==> src/logic/isa_pkg.sv <==
// RV32I instruction formats and field codes, imported wherever raw instruction words are handled
package isa_pkg;

    typedef logic [31:0] word_t;
    typedef logic [4:0]  reg_addr_t;

    // Major opcodes handled by this stage
    typedef enum logic [6:0] {
        OPC_OP     = 7'b0110011,
        OPC_OP_IMM = 7'b0010011,
        OPC_BRANCH = 7'b1100011,
        OPC_JALR   = 7'b1100111
    } opcode_t;

    localparam logic [2:0] F3_ADD_SUB = 3'b000;
    localparam logic [2:0] F3_SLL     = 3'b001;
    localparam logic [2:0] F3_SLT     = 3'b010;
    localparam logic [2:0] F3_SLTU    = 3'b011;
    localparam logic [2:0] F3_XOR     = 3'b100;
    localparam logic [2:0] F3_SRL_SRA = 3'b101;
    localparam logic [2:0] F3_OR      = 3'b110;
    localparam logic [2:0] F3_AND     = 3'b111;

    // Branch conditions, 010 and 011 are reserved
    localparam logic [2:0] F3_BEQ  = 3'b000;
    localparam logic [2:0] F3_BNE  = 3'b001;
    localparam logic [2:0] F3_BLT  = 3'b100;
    localparam logic [2:0] F3_BGE  = 3'b101;
    localparam logic [2:0] F3_BLTU = 3'b110;
    localparam logic [2:0] F3_BGEU = 3'b111;

    localparam logic [6:0] F7_ALT = 7'b0100000; // SUB, SRA, SRAI

    typedef struct packed {
        logic [6:0] funct7;
        reg_addr_t  rs2;
        reg_addr_t  rs1;
        logic [2:0] funct3;
        reg_addr_t  rd;
        opcode_t    opcode;
    } r_fmt_t;

    typedef struct packed {
        logic [11:0] imm;
        reg_addr_t   rs1;
        logic [2:0]  funct3;
        reg_addr_t   rd;
        opcode_t     opcode;
    } i_fmt_t;

    typedef struct packed {
        logic       imm_12;
        logic [5:0] imm_10_5;
        reg_addr_t  rs2;
        reg_addr_t  rs1;
        logic [2:0] funct3;
        logic [3:0] imm_4_1;
        logic       imm_11;
        opcode_t    opcode;
    } b_fmt_t;

    // One instruction word, three ways of reading it
    typedef union packed {
        r_fmt_t r;
        i_fmt_t i;
        b_fmt_t b;
    } instr_u;

endpackage

==> src/logic/exec_pkg.sv <==
// Micro-operation encoding passed from decode to execute and on to the result stage
package exec_pkg;

    typedef enum logic [3:0] {
        ALU_ADD,
        ALU_SUB,
        ALU_SLL,
        ALU_SLT,
        ALU_SLTU,
        ALU_XOR,
        ALU_SRL,
        ALU_SRA,
        ALU_OR,
        ALU_AND
    } alu_op_t;

    typedef enum logic [2:0] {
        BR_NONE,
        BR_EQ,
        BR_NE,
        BR_LT,
        BR_GE,
        BR_LTU,
        BR_GEU,
        BR_ALWAYS  // JALR
    } br_cond_t;

    // Conditional branches and JALR both use UNIT_JUMP
    typedef enum logic [1:0] {
        UNIT_ALU,
        UNIT_JUMP,
        UNIT_ILLEGAL
    } unit_t;

    typedef struct packed {
        unit_t    unit;
        alu_op_t  alu_op;
        br_cond_t br_cond;
        logic     use_imm;  // Operand B from immediate
    } uop_t;

endpackage

==> src/logic/exec_ifs.sv <==
// Stage-to-stage links of the execute pipeline, decode to execute and execute to result
interface dec_ex_if;
    import isa_pkg::*;
    import exec_pkg::*;

    logic      valid;
    uop_t      uop;
    reg_addr_t rd;
    word_t     operand_a;  // rs1
    word_t     operand_b;  // rs2
    word_t     imm;        // Already sign-extended
    word_t     pc;

    modport sender (
        output valid, uop, rd, operand_a, operand_b, imm, pc
    );

    modport receiver (
        input valid, uop, rd, operand_a, operand_b, imm, pc
    );
endinterface

interface ex_res_if;
    import isa_pkg::*;
    import exec_pkg::*;

    logic      valid;
    unit_t     unit;
    reg_addr_t rd;
    word_t     alu_value;
    word_t     link_value;  // pc + 4
    logic      taken;
    word_t     target;

    modport sender (
        output valid, unit, rd, alu_value, link_value, taken, target
    );

    modport receiver (
        input valid, unit, rd, alu_value, link_value, taken, target
    );
endinterface

==> src/logic/instr_decoder.sv <==
// Decode stage; splits an issued instruction into a micro-operation and registers it for execute
module instr_decoder (
    input  logic           clk_i,
    input  logic           rst_i,
    input  logic           issue_valid_i,
    input  isa_pkg::instr_u instr_i,
    input  isa_pkg::word_t pc_i,
    input  isa_pkg::word_t rs1_val_i,
    input  isa_pkg::word_t rs2_val_i,
    dec_ex_if.sender       dec_o
);
    import isa_pkg::*;
    import exec_pkg::*;

    uop_t      uop_d;
    word_t     imm_d;
    reg_addr_t rd_d;
    word_t     i_imm;
    word_t     b_imm;
    logic      alt_r;
    logic      alt_i;

    function automatic alu_op_t alu_op_of(input logic [2:0] funct3, input logic alt);
        alu_op_t op;
        case (funct3)
            F3_ADD_SUB: op = alt ? ALU_SUB : ALU_ADD;
            F3_SLL:     op = ALU_SLL;
            F3_SLT:     op = ALU_SLT;
            F3_SLTU:    op = ALU_SLTU;
            F3_XOR:     op = ALU_XOR;
            F3_SRL_SRA: op = alt ? ALU_SRA : ALU_SRL;
            F3_OR:      op = ALU_OR;
            default:    op = ALU_AND;
        endcase
        return op;
    endfunction

    assign i_imm = {{20{instr_i.i.imm[11]}}, instr_i.i.imm};
    assign b_imm = {{20{instr_i.b.imm_12}}, instr_i.b.imm_11, instr_i.b.imm_10_5,
                    instr_i.b.imm_4_1, 1'b0};

    // Bit 30 marks SUB and SRA
    assign alt_r = (instr_i.r.funct7 & F7_ALT) != '0;
    // ADDI has no subtract form, only SRAI looks at bit 30
    assign alt_i = (instr_i.i.funct3 == F3_SRL_SRA) && ((instr_i.i.imm[11:5] & F7_ALT) != '0);

    always_comb begin
        uop_d.unit    = UNIT_ALU;
        uop_d.alu_op  = ALU_ADD;
        uop_d.br_cond = BR_NONE;
        uop_d.use_imm = 1'b0;
        imm_d         = i_imm;
        rd_d          = instr_i.r.rd;

        case (instr_i.r.opcode)
            OPC_OP: begin
                uop_d.alu_op = alu_op_of(instr_i.r.funct3, alt_r);
            end
            OPC_OP_IMM: begin
                uop_d.alu_op  = alu_op_of(instr_i.i.funct3, alt_i);
                uop_d.use_imm = 1'b1;
                if (instr_i.i.funct3 == F3_SLL || instr_i.i.funct3 == F3_SRL_SRA) begin
                    imm_d = {27'd0, instr_i.i.imm[4:0]};  // shamt
                end
            end
            OPC_BRANCH: begin
                uop_d.unit = UNIT_JUMP;
                imm_d      = b_imm;
                rd_d       = '0;  // Bits 11:7 are immediate, nothing to write
                case (instr_i.b.funct3)
                    F3_BEQ:  uop_d.br_cond = BR_EQ;
                    F3_BNE:  uop_d.br_cond = BR_NE;
                    F3_BLT:  uop_d.br_cond = BR_LT;
                    F3_BGE:  uop_d.br_cond = BR_GE;
                    F3_BLTU: uop_d.br_cond = BR_LTU;
                    F3_BGEU: uop_d.br_cond = BR_GEU;
                    default: uop_d.unit    = UNIT_ILLEGAL;
                endcase
            end
            OPC_JALR: begin
                uop_d.unit    = UNIT_JUMP;
                uop_d.br_cond = BR_ALWAYS;
                uop_d.use_imm = 1'b1;
            end
            default: begin
                uop_d.unit = UNIT_ILLEGAL;
            end
        endcase
    end

    always_ff @(posedge clk_i) begin
        if (rst_i) begin
            dec_o.valid <= 1'b0;
        end else begin
            dec_o.valid <= issue_valid_i;
        end
    end

    always_ff @(posedge clk_i) begin
        dec_o.uop       <= uop_d;
        dec_o.rd        <= rd_d;
        dec_o.operand_a <= rs1_val_i;
        dec_o.operand_b <= rs2_val_i;
        dec_o.imm       <= imm_d;
        dec_o.pc        <= pc_i;
    end

endmodule

==> src/logic/exec_unit.sv <==
// Execute stage; ALU, branch comparator and target adder, purely combinational between the links
module exec_unit (
    dec_ex_if.receiver dec_i,
    ex_res_if.sender   res_o
);
    import isa_pkg::*;
    import exec_pkg::*;

    word_t      op_b;
    word_t      alu_value;
    word_t      base;
    word_t      sum;
    logic [4:0] shamt;
    logic       lt;
    logic       ltu;
    logic       eq;
    logic       cond;
    logic       is_jalr;

    assign op_b  = dec_i.uop.use_imm ? dec_i.imm : dec_i.operand_b;
    assign shamt = op_b[4:0];

    // Branches never use the immediate here, so op_b is rs2 for them
    assign lt  = $signed(dec_i.operand_a) < $signed(op_b);
    assign ltu = dec_i.operand_a < op_b;
    assign eq  = dec_i.operand_a == op_b;

    always_comb begin
        case (dec_i.uop.alu_op)
            ALU_ADD:  alu_value = dec_i.operand_a + op_b;
            ALU_SUB:  alu_value = dec_i.operand_a - op_b;
            ALU_SLL:  alu_value = dec_i.operand_a << shamt;
            ALU_SLT:  alu_value = {31'd0, lt};
            ALU_SLTU: alu_value = {31'd0, ltu};
            ALU_XOR:  alu_value = dec_i.operand_a ^ op_b;
            ALU_SRL:  alu_value = dec_i.operand_a >> shamt;
            ALU_SRA:  alu_value = $signed(dec_i.operand_a) >>> shamt;
            ALU_OR:   alu_value = dec_i.operand_a | op_b;
            default:  alu_value = dec_i.operand_a & op_b;
        endcase
    end

    always_comb begin
        case (dec_i.uop.br_cond)
            BR_EQ:     cond = eq;
            BR_NE:     cond = !eq;
            BR_LT:     cond = lt;
            BR_GE:     cond = !lt;
            BR_LTU:    cond = ltu;
            BR_GEU:    cond = !ltu;
            BR_ALWAYS: cond = 1'b1;
            default:   cond = 1'b0;
        endcase
    end

    // One adder serves both branch and JALR targets
    assign is_jalr = dec_i.uop.br_cond == BR_ALWAYS;
    assign base    = is_jalr ? dec_i.operand_a : dec_i.pc;
    assign sum     = base + dec_i.imm;

    assign res_o.valid      = dec_i.valid;
    assign res_o.unit       = dec_i.uop.unit;
    assign res_o.rd         = dec_i.rd;
    assign res_o.alu_value  = alu_value;
    assign res_o.link_value = dec_i.pc + 32'd4;
    assign res_o.taken      = dec_i.valid && (dec_i.uop.unit != UNIT_ILLEGAL) && cond;
    assign res_o.target     = {sum[31:1], sum[0] & !is_jalr};  // JALR clears bit 0

endmodule

==> src/logic/result_stage.sv <==
// Result stage; picks the rd value, blocks writes to x0 and registers the write-back and branch outputs
module result_stage (
    input  logic               clk_i,
    input  logic               rst_i,
    ex_res_if.receiver         res_i,
    output logic               wb_valid_o,
    output logic               wb_we_o,
    output isa_pkg::reg_addr_t wb_rd_o,
    output isa_pkg::word_t     wb_value_o,
    output isa_pkg::word_t     br_target_o,
    output logic               br_taken_o,
    output logic               illegal_o
);
    import isa_pkg::*;
    import exec_pkg::*;

    word_t value_d;
    logic  we_d;

    assign value_d = (res_i.unit == UNIT_JUMP) ? res_i.link_value : res_i.alu_value;
    // Branch rd arrives as zero from decode
    assign we_d    = res_i.valid && (res_i.unit != UNIT_ILLEGAL) && (res_i.rd != '0);

    always_ff @(posedge clk_i) begin
        if (rst_i) begin
            wb_valid_o <= 1'b0;
            wb_we_o    <= 1'b0;
            br_taken_o <= 1'b0;
            illegal_o  <= 1'b0;
        end else begin
            wb_valid_o <= res_i.valid;
            wb_we_o    <= we_d;
            br_taken_o <= res_i.taken;
            illegal_o  <= res_i.valid && (res_i.unit == UNIT_ILLEGAL);
        end
    end

    always_ff @(posedge clk_i) begin
        wb_rd_o     <= res_i.rd;
        wb_value_o  <= value_d;
        br_target_o <= res_i.target;
    end

endmodule

==> src/logic/exec_top.sv <==
// Top level of the execute pipeline; connects decode, execute and result stages behind plain ports
module exec_top (
    input  logic               clk_i,
    input  logic               rst_i,
    input  logic               issue_valid_i,
    input  isa_pkg::instr_u    instr_i,
    input  isa_pkg::word_t     pc_i,
    input  isa_pkg::word_t     rs1_val_i,
    input  isa_pkg::word_t     rs2_val_i,
    output logic               wb_valid_o,
    output logic               wb_we_o,
    output isa_pkg::reg_addr_t wb_rd_o,
    output isa_pkg::word_t     wb_value_o,
    output logic               br_taken_o,
    output isa_pkg::word_t     br_target_o,
    output logic               illegal_o
);

    dec_ex_if dec_ex ();
    ex_res_if ex_res ();

    instr_decoder u_decoder (
        .clk_i        (clk_i),
        .rst_i        (rst_i),
        .issue_valid_i(issue_valid_i),
        .instr_i      (instr_i),
        .pc_i         (pc_i),
        .rs1_val_i    (rs1_val_i),
        .rs2_val_i    (rs2_val_i),
        .dec_o        (dec_ex.sender)
    );

    // Combinational, adds no cycle
    exec_unit u_exec (
        .dec_i(dec_ex.receiver),
        .res_o(ex_res.sender)
    );

    result_stage u_result (
        .clk_i      (clk_i),
        .rst_i      (rst_i),
        .res_i      (ex_res.receiver),
        .wb_valid_o (wb_valid_o),
        .wb_we_o    (wb_we_o),
        .wb_rd_o    (wb_rd_o),
        .wb_value_o (wb_value_o),
        .br_target_o(br_target_o),
        .br_taken_o (br_taken_o),
        .illegal_o  (illegal_o)
    );

endmodule

==> config.mk <==
export PLATFORM = sky130hd
export DESIGN_NAME = exec_top
export DESIGN_NICKNAME = d
export VERILOG_FILES = /design/src/logic/isa_pkg.sv /design/src/logic/exec_pkg.sv /design/src/logic/exec_ifs.sv /design/src/logic/instr_decoder.sv /design/src/logic/exec_unit.sv /design/src/logic/result_stage.sv /design/src/logic/exec_top.sv
export SDC_FILE = /design/constraint.sdc
export NUM_CORES = 1
export LEC_CHECK = 0
export ABC_AREA = 0
export BUFFER_PORTS_ARGS = -buffer_cell sky130_fd_sc_hd__buf_4
export CORE_MARGIN = 2
export CORE_UTILIZATION = 40
export DETAILED_ROUTE_END_ITERATION = 12
export PLACE_DENSITY = 0.55
export REMOVE_ABC_BUFFERS = 1
export SLEW_MARGIN = 20
export SYNTH_ARGS = -nofsm -noshare
export SYNTH_HDL_FRONTEND = slang
export SYNTH_SLANG_ARGS = --single-unit
==> constraint.sdc <==
create_clock -name clk_i -period 10.5 [get_ports clk_i]
set_clock_uncertainty 0.15 [all_clocks]
set_input_delay 2.625 -clock clk_i [delete_from_list [all_inputs] [get_ports clk_i]]
set_output_delay 2.625 -clock clk_i [all_outputs]
set_load 0.02 [all_outputs]
# --- Word-level counts from Yosys, hierarchy flattened ---
# Index checks and enable logic that the tools add are counted.
word_totals:
  reg_bits: 217
  in_bits: 131
  out_inout_bits: 73
  word_cells: 95
op_classes:
  n_addsub: 4
  magnitude_cmp: 2
  eq_ne: 30
  shift: 3
  muxes: 19
  bitwise: 4
  reduce_logical: 16
op_table:
  columns: ["operator", "count"]
  rows:
  - ["case mux 32 bit (9 select lines)", 1]
  - ["two-way mux 32 bit", 4]
  - ["adder 32 bit", 2]
  - ["less-than comparator 32 bit", 2]
  - ["case mux 32 bit (2 select lines)", 1]
  - ["case mux 4 bit (7 select lines)", 2]
  - ["adder 32 x 3 -> 32 bit, second input constant", 1]
  - ["AND 32 bit", 1]
  - ["== test 32 bit", 1]
  - ["bitwise OR 32 bit", 1]
  - ["left shift 32 x 5 -> 32 bit", 1]
  - [">> shifter 32 x 5 -> 32 bit", 1]
  - [">>> shifter 32 x 5 -> 32 bit", 1]
  - ["subtractor 32 bit", 1]
  - ["XOR 32 bit", 1]
  - ["== test 3 bit, second input constant", 8]
  - ["case mux 3 bit (6 select lines)", 1]
  - ["== test 4 x 3 -> 1 bit, second input constant", 4]
  - ["== test 7 bit, second input constant", 2]
  - ["== test 3 x 2 -> 1 bit, second input constant", 4]
  - ["== test 4 x 2 -> 1 bit, second input constant", 2]
  - ["case mux 4 bit (2 select lines)", 1]
  - ["== test 7 x 5 -> 1 bit, second input constant", 1]
  - ["== test 7 x 6 -> 1 bit, second input constant", 1]
  - ["other kinds (20)", 33]

# --- Longest topological paths before layout ---
# Gate-level depths: netlist of run 1.
depth:
  depth_word: 5
  ltp_mapped: 20
  mapped_depth_nobuf: 15

# --- By module ---
# From an unflattened synthesis of run 1, not the netlist that was laid out.
unflattened:
  hier_cells: 2184
  hier_area_um2: 17463.0
by_module_without_submodules:
  columns: ["module", "n_inst", "cells_each", "area_each_um2", "seq_area_each_um2"]
  rows:
  - ["exec_unit", 1, 1869, 12389.4, 0.0]
  - ["instr_decoder", 1, 197, 3006.6, 2502.4]
  - ["result_stage", 1, 118, 2067.0, 1461.4]

# --- Least setup slack after synthesis of run 1 ---
# OpenSTA, ideal clock, no wires.
synth_path:
  path_type: "reg-to-reg"
  start: "register u_decoder.dec_o.uop[0] (netlist name)"
  end: "register u_result.wb_value_o[30]"
  setup_time_ns: 0.127
  arrival_ns: 4.103
  t_required_ns: 10.223
  path_slack_ns: 6.119
  stages_incl_launch_ff: 20
  path_buffers: 7
  period_less_slack_ns: 4.381
  cell_sequence: "dfxtp_1 > buf_6 > mux2i_4 > buf_4 > buf_2 > buf_2 > buf_2 > buf_2 > ha_1 > buf_2 > nor2b_1 > o21ai_1 > a211oi_2 > o41ai_4 > o31a_4 > o311a_4 > o31ai_4 > inv_1 > o311ai_0 > a21oi_1"
synth_between:
  elab_chain_cells: 4
  word_cells_on_any_way: 11
  cone_classes: "add/sub: 2; shift: 3; mux: 3; bitwise: 3"
synth_lines:
  columns: ["item", "line", "source"]
  rows:
  - ["two-way mux 32 bit (*)", "exec_unit.sv:20", "assign op_b = dec_i.uop.use_imm ? dec_i.imm : dec_i.operand_b;"]
  - ["subtractor 32 bit (tied with other cells)", "exec_unit.sv:31", "ALU_SUB: alu_value = dec_i.operand_a - op_b;"]
  - ["case mux 32 bit (9 select lines) (*)", "exec_unit.sv:29", "case (dec_i.uop.alu_op)"]
  - ["two-way mux 32 bit (*)", "result_stage.sv:20", "assign value_d = (res_i.unit == UNIT_JUMP) ? res_i.link_value : res_i.alu_value;"]
  - ["via u_result.value_d[30]", "result_stage.sv:17", "word_t value_d;"]
  - ["end signal: assignment", "result_stage.sv:40", "wb_value_o <= value_d;"]
  - ["end: declaration", "result_stage.sv:9", "output isa_pkg::word_t wb_value_o,"]
# Mark *: on every way through the listed nets, which the timed path passes. The rest lies on a longest branch.
# A chain may end at the register's enable or synchronous reset.

# --- Final worst setup path of run 1 ---
layout_path:
  start: "register u_decoder.dec_o.uop[0] (netlist name)"
  end: "register u_result.wb_value_o[20]"
layout_between:
  elab_chain_cells: 4
  word_cells_on_any_way: 11
  cone_classes: "add/sub: 2; shift: 3; mux: 3; bitwise: 3"
layout_lines:
  columns: ["item", "line"]
  rows:
  - ["two-way mux 32 bit (*)", "exec_unit.sv:20"]
  - ["subtractor 32 bit (tied with other cells)", "exec_unit.sv:31"]
  - ["case mux 32 bit (9 select lines) (*)", "exec_unit.sv:29"]
  - ["two-way mux 32 bit (*)", "result_stage.sv:20"]
  - ["via u_result.value_d[20]", "result_stage.sv:17"]
# Marks and branches as above.

==> results.rst, run 1 <==
.. list-table::
   :header-rows: 1

   * - Metric
     - Value
   * - Crit path time final
     - 5819 ps
   * - Proportion of layout cells with a drive suffix above 1
     - 14.96%
   * - Via count of the first global-routing pass
     - 16180
   * - Delay of the slowest cell on the worst path
     - 580 ps
   * - Initial detailed-routing violation count
     - 1913
   * - CTS hold repair buffers
     - 0
   * - Final hold violation count
     - 0
   * - Sequential share of the synthesized area
     - 24.44%
   * - Worst min path class
     - reg -> reg
   * - Post-layout net count
     - 2490
   * - Outcome
     - finished, final reports clean
   * - Routed via count
     - 17230
   * - Maximum count of clock buffers along a single path
     - 2
   * - Count of input and output buffers
     - 198
   * - Clock slew at reported path FFs
     - 70 ps
   * - DIE HEIGHT
     - 205.4 µm
   * - Clock Root Buffer
     - sky130_fd_sc_hd__clkbuf_16
   * - Ordered cell list for the critical path
     - buf_4, mux2i_4, buf_4, inv_2, ha_1, fa_1, a211oi_1, nor2_1, a41o_1, o31ai_1, a21oi_1, nor2_1, o31a_1, o221ai_1, a21oi_1, a211oi_1
   * - Antenna violations before repair
     - 2
   * - Number of cells produced by synthesis
     - 2111
   * - Area of the mapped netlist
     - 16220 µm²
   * - Top-level port count
     - 204
   * - Final slew viol count
     - 0
   * - Number of design rule violations left after detail routing
     - 0
   * - HPWL Detailed
     - 53.62 mm
   * - CP top delay family
     - compound AO/OA/AOI/OAI gates
   * - First-pass GRT wire length
     - 103.7 mm
   * - Rel. slew slack
     - 21.04%
   * - Max_cap viols
     - 0
   * - Reg2Reg Capture Point
     - u_result.wb_value_o[20]
   * - Setup violations, final
     - 0
   * - Portion of the clock cycle consumed by the worst path in the final layout
     - 55.42%
   * - Hold depth
     - 0
   * - Clock buffer count from CTS
     - 17
   * - Logic depth of the worst register-to-register path
     - 16
   * - Placement-stage cell area
     - 18120 µm²
   * - Die width
     - 205.4 µm
   * - LEAKAGE
     - 8.143 nW
   * - Signed area change from the synthesized netlist to the final layout
     - 15.68%
   * - Element type at the critical path end
     - flop
   * - First-pass DRT Iterations
     - 6
   * - Core ar.
     - 39910 µm²
   * - Initial core utilization
     - 40.64%
   * - H-tree depth reported by CTS
     - 4
   * - Pin count of the biggest net entering global routing
     - 68
   * - VDD IR max
     - 107.1 µV
   * - Total track usage
     - 33.59%
   * - Synth warn
     - 0
   * - Critical R2R Launch
     - u_decoder.dec_o.uop[0]
   * - Critical path fanouts, max
     - 48
   * - Power per cell area
     - 128.9 nW/µm²
   * - Hold Crit Start
     - u_decoder.dec_o.rd[0]
   * - Core utilization of the finished layout
     - 47.01%
   * - Clock latency on the worst-skew pair
     - 490 ps
   * - Slack of the worst reg-to-reg path
     - 4680 ps
   * - Antenna-violating nets left
     - 0
   * - Slew at the pin closest to its max-slew limit
     - 1172 ps
   * - Worst-path cell with the longest stage delay
     - sky130_fd_sc_hd__buf_4
   * - Count of clock tree sinks
     - 198
   * - Count of different cell masters after synthesis
     - 84
   * - Buffers inserted by post-CTS timing repair
     - 0
   * - Hold path endpoint
     - u_result.wb_rd_o[0]
   * - Number of buffers and inverters on the critical path
     - 3
   * - Most common cell after layout, fill and taps aside
     - sky130_fd_sc_hd__buf_4
   * - Routed WL
     - 71.18 mm
   * - RSZ-0062 raised after global routing
     - false
   * - Critical path data required time
     - 10680 ps
   * - Placement Rows
     - 73
   * - TritonCTS clock tree
     - built
   * - Number of resized instances in the post-cts repair step
     - 0
   * - Upper clock frequency limit
     - 0.1719 GHz
   * - Die Outline Area
     - 42180 µm²
   * - Avg Inst Size Synth
     - 7.684 µm²
   * - Average vias per placed instance
     - 6.224
   * - Finished Cell Area
     - 18770 µm²
   * - Highest-count cells in the layout ignoring fill and taps
     - 236 x sky130_fd_sc_hd__buf_4, 233 x sky130_fd_sc_hd__nand2_1, 217 x sky130_fd_sc_hd__a21oi_1
   * - Setup TNS
     - 0 ps
   * - Grt ovf
     - 0
   * - Setup Crit Path Kind
     - reg -> reg
   * - Number of synthesized register bits
     - 198
   * - Drt wl/cell
     - 25.71 µm
   * - Post-synth EDFFs
     - 0
   * - Launching element type of the critical path
     - flop
   * - Leading register cell type out of synthesis
     - sky130_fd_sc_hd__dfxtp_1
   * - FFs w/ async S/R, synth
     - 0%
   * - RD Place Congestion
     - 0.9909
   * - Arrival time reported for the critical path endpoint
     - 6000 ps
kinds of logic (layout without fill, tap and decap cells):
group                      after synthesis  in the layout  share of synthesized area, %
other                                    0              4                             0
and+or+nand+nor                        664            664                         19.00
buffers and inverters                  239            368                         6.008
muxes                                  112            112                         8.762
DFF                                    198            198                         24.44
adders and majority gates              132            132                         10.32
xor gates and xnor gates                64             64                         3.455
AOI/OAI and AO/OA                      702            702                         28.02
worst max-delay path by stage:
stage,start,to,slack [ps],cells past startpoint
after floorplan,u_decoder.dec_o.uop[0],u_result.wb_value_o[16],1980,14
after global placement,u_decoder.dec_o.uop[0],u_result.wb_value_o[20],4900,16
after detailed placement,u_decoder.dec_o.uop[0],u_result.wb_value_o[20],4830,16
after CTS,u_decoder.dec_o.uop[0],u_result.wb_value_o[20],4810,16
after global routing,u_decoder.dec_o.uop[0],u_result.wb_value_o[16],4450,16
final,u_decoder.dec_o.uop[0],u_result.wb_value_o[20],4680,16
power by group:
part	total, mW	switching, mW	internal [mW]
sequential	0.883	0.0537	0.829
clock	0.701	0.304	0.397
combinational	0.835	0.507	0.329
layout make-up:
| cell class | count | area [µm²] |
|---|---|---|
| repair buffers | 236 | 1772 |
| multi-input cells | 1674 | 11360 |
| diodes | 4 | 10.01 |
| clock buffers | 20 | 466.7 |
| flip-flops and latches | 198 | 3964 |
| inverters | 100 | 375.4 |
| clock inverters | 12 | 165.2 |
| well taps | 525 | 656.9 |
| fillers | 4036 | 21150 |
synthesized netlist by cell type (5+ instances only):
library cell                count  area, µm²
sky130_fd_sc_hd__nand2_1      234      878.3
sky130_fd_sc_hd__buf_1          6      22.52
sky130_fd_sc_hd__xor2_1        25      219.0
sky130_fd_sc_hd__a22oi_1        5      37.54
sky130_fd_sc_hd__nor2_1       167      626.9
sky130_fd_sc_hd__inv_1         96      360.4
sky130_fd_sc_hd__a31oi_1       28      175.2
sky130_fd_sc_hd__o21ai_0      143      715.7
sky130_fd_sc_hd__or3_1          5      31.28
sky130_fd_sc_hd__o22ai_1       33      206.5
sky130_fd_sc_hd__o31ai_1        9      67.56
sky130_fd_sc_hd__a21boi_0       6      45.04
sky130_fd_sc_hd__o31a_1         6      52.55
sky130_fd_sc_hd__a221oi_1      19      166.4
sky130_fd_sc_hd__nor2b_1       33      206.5
sky130_fd_sc_hd__a2111oi_0      6      52.55
sky130_fd_sc_hd__buf_2         32      160.2
sky130_fd_sc_hd__buf_4          6      45.04
sky130_fd_sc_hd__o2111ai_1      8      70.07
sky130_fd_sc_hd__a211oi_1      46      345.3
sky130_fd_sc_hd__mux2_2        10      112.6
sky130_fd_sc_hd__dfxtp_1      198       3964
sky130_fd_sc_hd__o21bai_1      15      112.6
sky130_fd_sc_hd__mux4_2        21      473.0
sky130_fd_sc_hd__and3_1        22      137.6
sky130_fd_sc_hd__a211o_1        6      52.55
sky130_fd_sc_hd__nor4_1         9      56.30
sky130_fd_sc_hd__a21o_1        42      315.3
sky130_fd_sc_hd__nand3_1       54      270.3
sky130_fd_sc_hd__mux2i_1       79      790.8
sky130_fd_sc_hd__a221o_1       12      120.1
sky130_fd_sc_hd__o221ai_1      14      122.6
sky130_fd_sc_hd__nand2b_1      28      175.2
sky130_fd_sc_hd__nand4_1       22      137.6
sky130_fd_sc_hd__and2_1         7      43.79
sky130_fd_sc_hd__ha_1         129       1614
sky130_fd_sc_hd__and4_1         8      70.07
sky130_fd_sc_hd__nor3_1        56      280.3
sky130_fd_sc_hd__o21a_1        11      82.58
sky130_fd_sc_hd__clkbuf_1      93      349.1
sky130_fd_sc_hd__xnor2_1       39      341.6
sky130_fd_sc_hd__o211ai_1      26      195.2
sky130_fd_sc_hd__a21oi_1      217       1086
state kept, by name (all words and copies together) (netlist names):
| register | flops |
|---|---|
| u_decoder.dec_o.operand_a | 32 |
| u_decoder.dec_o.operand_b | 32 |
| u_decoder.dec_o.pc | 32 |
| u_result.br_target_o | 32 |
| u_result.wb_value_o | 32 |
| u_decoder.dec_o.imm | 13 |
| u_decoder.dec_o.uop | 10 |
| u_decoder.dec_o.rd | 5 |
| u_result.wb_rd_o | 5 |
| u_decoder.dec_o.valid | 1 |
| u_result.br_taken_o | 1 |
| u_result.illegal_o | 1 |
| u_result.wb_valid_o | 1 |
| u_result.wb_we_o | 1 |
metal layers:
metal | track usage (%) | wire [µm]
met5 | 0 | 0
met4 | 15.80 | 3177
met3 | 8.442 | 6918
met2 | 49.63 | 30400
met1 | 45.61 | 30690
through the flow:
| stage | std cells | setup slack [ps] | total power [mW] | hold WS (ps) |
|---|---|---|---|---|
| floorplan | 1972 | 1978 | 1.400 | 181.4 |
| global placement | 2733 | 4896 | 1.714 | 185.2 |
| detailed placement | 2733 | 4834 | 1.716 | 196.0 |
| CTS | 2765 | 4813 | 2.427 | 207.9 |
| global route | 2765 | 4453 | 2.536 | 218.6 |
| finish | 2769 | 4681 | 2.419 | 204.5 |
Power figures use the tool's default switching activity.
==> run 2, diff against run 1 <==
- PLACE_DENSITY: 0.55 -> 0.57
- clock period: 10.5 -> 5.3 ns (I/O delays scaled with it)
==> run 2 against run 1 <==
  * First-iteration DRC count grew 0.68%
  * Non-clock buffer count grew 25
  * Combinational power grew 100%
  * Flip-flop and latch count is the same
  * Worst hold slack lost 1.4 ps
==> results.rst, run 2 (synthesis results as in run 1) <==
.. list-table::
   :header-rows: 1

   * - Metric
     - Value
   * - LEAKAGE
     - 8.250 nW
   * - Clock slew at reported path FFs
     - 80 ps
   * - Initial core utilization
     - 40.64%
   * - TritonCTS clock tree
     - built
   * - Relative contribution of combinational cells to total power
     - 35.3%
   * - Via count of the first global-routing pass
     - 16520
   * - Slew at the pin closest to its max-slew limit
     - 1190 ps
   * - Total track usage
     - 34.50%
   * - Buffers inserted by post-CTS timing repair
     - 0
   * - Grt ovf
     - 0
   * - Max_cap viols
     - 0
   * - Combined area of the multi-input logic cells
     - 11360 µm²
   * - Rel. slew slack
     - 20.22%
   * - Setup violations, final
     - 0
   * - Antenna violations before repair
     - 1
   * - Clock latency on the worst-skew pair
     - 500 ps
   * - Pre-CTS worst setup slack
     - 717.2 ps
   * - Die width
     - 205.4 µm
   * - Drt wl/cell
     - 26.18 µm
   * - Fin cells
     - 2790
   * - H-tree depth reported by CTS
     - 4
   * - Crit path time final
     - 4694 ps
   * - Final antenna diode count
     - 0
   * - Number of design rule violations left after detail routing
     - 0
   * - Setup Crit Path Kind
     - reg -> reg
   * - Number of placed cells counting well taps
     - 2758
   * - Signed area change from the synthesized netlist to the final layout
     - 16.68%
   * - Critical path fanouts, max
     - 18
   * - Delay of the slowest cell on the worst path
     - 540 ps
   * - Routed via count
     - 17440
   * - Proportion of layout cells with a drive suffix above 1
     - 15.94%
   * - Count of clock tree sinks
     - 198
   * - Number of fillers in the final layout
     - 3968
   * - Critical path data required time
     - 5520 ps
   * - RSZ-0062 raised after global routing
     - false
   * - Clock buffer count from CTS
     - 17
   * - Count of input and output buffers
     - 198
   * - Die Outline Area
     - 42180 µm²
   * - Worst min path class
     - reg -> reg
   * - RD Place Congestion
     - 0.9818
   * - Proportion of total power due to net switching
     - 36.88%
   * - Final worst setup slack
     - 605.6 ps
   * - Fraction of power consumed by the clock network
     - 28.4%
   * - Arrival time reported for the critical path endpoint
     - 4910 ps
   * - Power per cell area
     - 253.2 nW/µm²
   * - Post-layout net count
     - 2515
   * - Internal
     - 3.025 mW
   * - Clock Root Buffer
     - sky130_fd_sc_hd__clkbuf_16
   * - Highest-count cells in the layout ignoring fill and taps
     - 260 x sky130_fd_sc_hd__buf_4, 233 x sky130_fd_sc_hd__nand2_1, 217 x sky130_fd_sc_hd__a21oi_1
   * - Worst-path cell with the longest stage delay
     - sky130_fd_sc_hd__o31ai_1
   * - Antenna-violating nets left
     - 0
   * - Element type at the critical path end
     - flop
   * - CTS hold repair buffers
     - 0
   * - Net switching power
     - 1.768 mW
   * - Core ar.
     - 39910 µm²
   * - Routed WL
     - 73.06 mm
   * - First-pass GRT wire length
     - 106.9 mm
   * - Pin count of the biggest net entering global routing
     - 67
   * - Number of resized instances in the post-cts repair step
     - 0
   * - Setup TNS
     - 0 ps
   * - VDD IR max
     - 208.4 µV
   * - First-pass DRT Iterations
     - 7
   * - Maximum count of clock buffers along a single path
     - 2
   * - DIE HEIGHT
     - 205.4 µm
   * - FF+latch area
     - 3964 µm²
   * - Placement Rows
     - 73
   * - HPWL Detailed
     - 56.42 mm
   * - Upper clock frequency limit
     - 0.2130 GHz
   * - Portion of the clock cycle consumed by the worst path in the final layout
     - 88.57%
   * - Final hold violation count
     - 0
   * - Ordered cell list for the critical path
     - buf_12, mux2i_4, inv_2, ha_1, fa_1, a211oi_1, nor2_1, a41o_1, o31ai_1, a21oi_1, o21bai_1, and2_1, o22ai_1, o22ai_1, a21oi_1
   * - Top-level port count
     - 204
   * - Initial detailed-routing violation count
     - 1926
   * - Most common cell after layout, fill and taps aside
     - sky130_fd_sc_hd__buf_4
   * - Register share of total power
     - 36.4%
   * - Core utilization of the finished layout
     - 47.42%
   * - Launching element type of the critical path
     - flop
   * - Outcome
     - finished, final reports clean
   * - Average vias per placed instance
     - 6.252
   * - Final slew viol count
     - 0
-- run 2: cell count changes in the layout (fill, tap and decap cells not counted), sizes merged --
cell    previous run  this run
clkbuf            20        18
inv              103       106
buf              236       261
bufinv             3         2
diode              4         0
-- run 2: stage by stage --
stage / hold WS [ps] / cell area [µm²] / power, mW
after global routing: 211.9 / 18930 / 5.015
final: 203.1 / 18930 / 4.793
after floorplan: 181.4 / 15620 / 2.773
after global placement: 187.8 / 18330 / 3.424
after detailed placement: 193.0 / 18330 / 3.429
after CTS: 207.2 / 18930 / 4.808
-- run 2: worst paths after layout --
| path | from | to | slack (ps) | cells after the start |
|---|---|---|---|---|
| max | u_decoder.dec_o.uop[0] | u_result.wb_value_o[30] | 610 | 15 |
| min | u_decoder.dec_o.rd[1] | u_result.wb_rd_o[1] | 200 | 0 |
| max reg2reg | u_decoder.dec_o.uop[0] | u_result.wb_value_o[30] | 610 | 15 |
| min reg2reg | u_decoder.dec_o.rd[1] | u_result.wb_rd_o[1] | 200 | 0 |
-- run 2: layout make-up --
cell class                 count  share of cell area, %
multi-input combinational   1674                  60.00
sequential                   198                  20.94
timing repair buffer         261                  10.42
tap                          525                  3.470
clock buffer                  18                  2.320
inverter                     100                  1.983
clock inverter                14                 0.8659
-- run 2: power by group through the flow --
stage | Sequential [mW] | Combinational (mW) | Clock, mW
5_1_grt | 1.76 | 1.81 | 1.45
3_5_place_dp | 1.77 | 1.65 | 0
2_1_floorplan | 1.88 | 0.895 | 0
6_report | 1.74 | 1.69 | 1.36
3_3_place_gp | 1.77 | 1.65 | 0
4_1_cts | 1.74 | 1.66 | 1.40
-- run 2: layer usage --
layer	wire length, µm	track usage, %	vias to the layer above
met5	12	0	-
met4	3223	15.47	2
met3	6759	8.521	149
met2	31520	52.21	920
met1	31540	46.26	8374
li1	-	-	7997
-- run 2: critical path: cells and delay by family, from the launching register on --
| family | cells | cell delay [ps] |
|---|---|---|
| adder cells (fa/ha/maj) | 2 | 830 |
| buffers and inverters | 2 | 390 |
| AO/OA/AOI/OAI | 8 | 2110 |
| multiplexers | 1 | 260 |
| flip-flops | 1 | 360 |
| AND/OR/NAND/NOR | 2 | 460 |
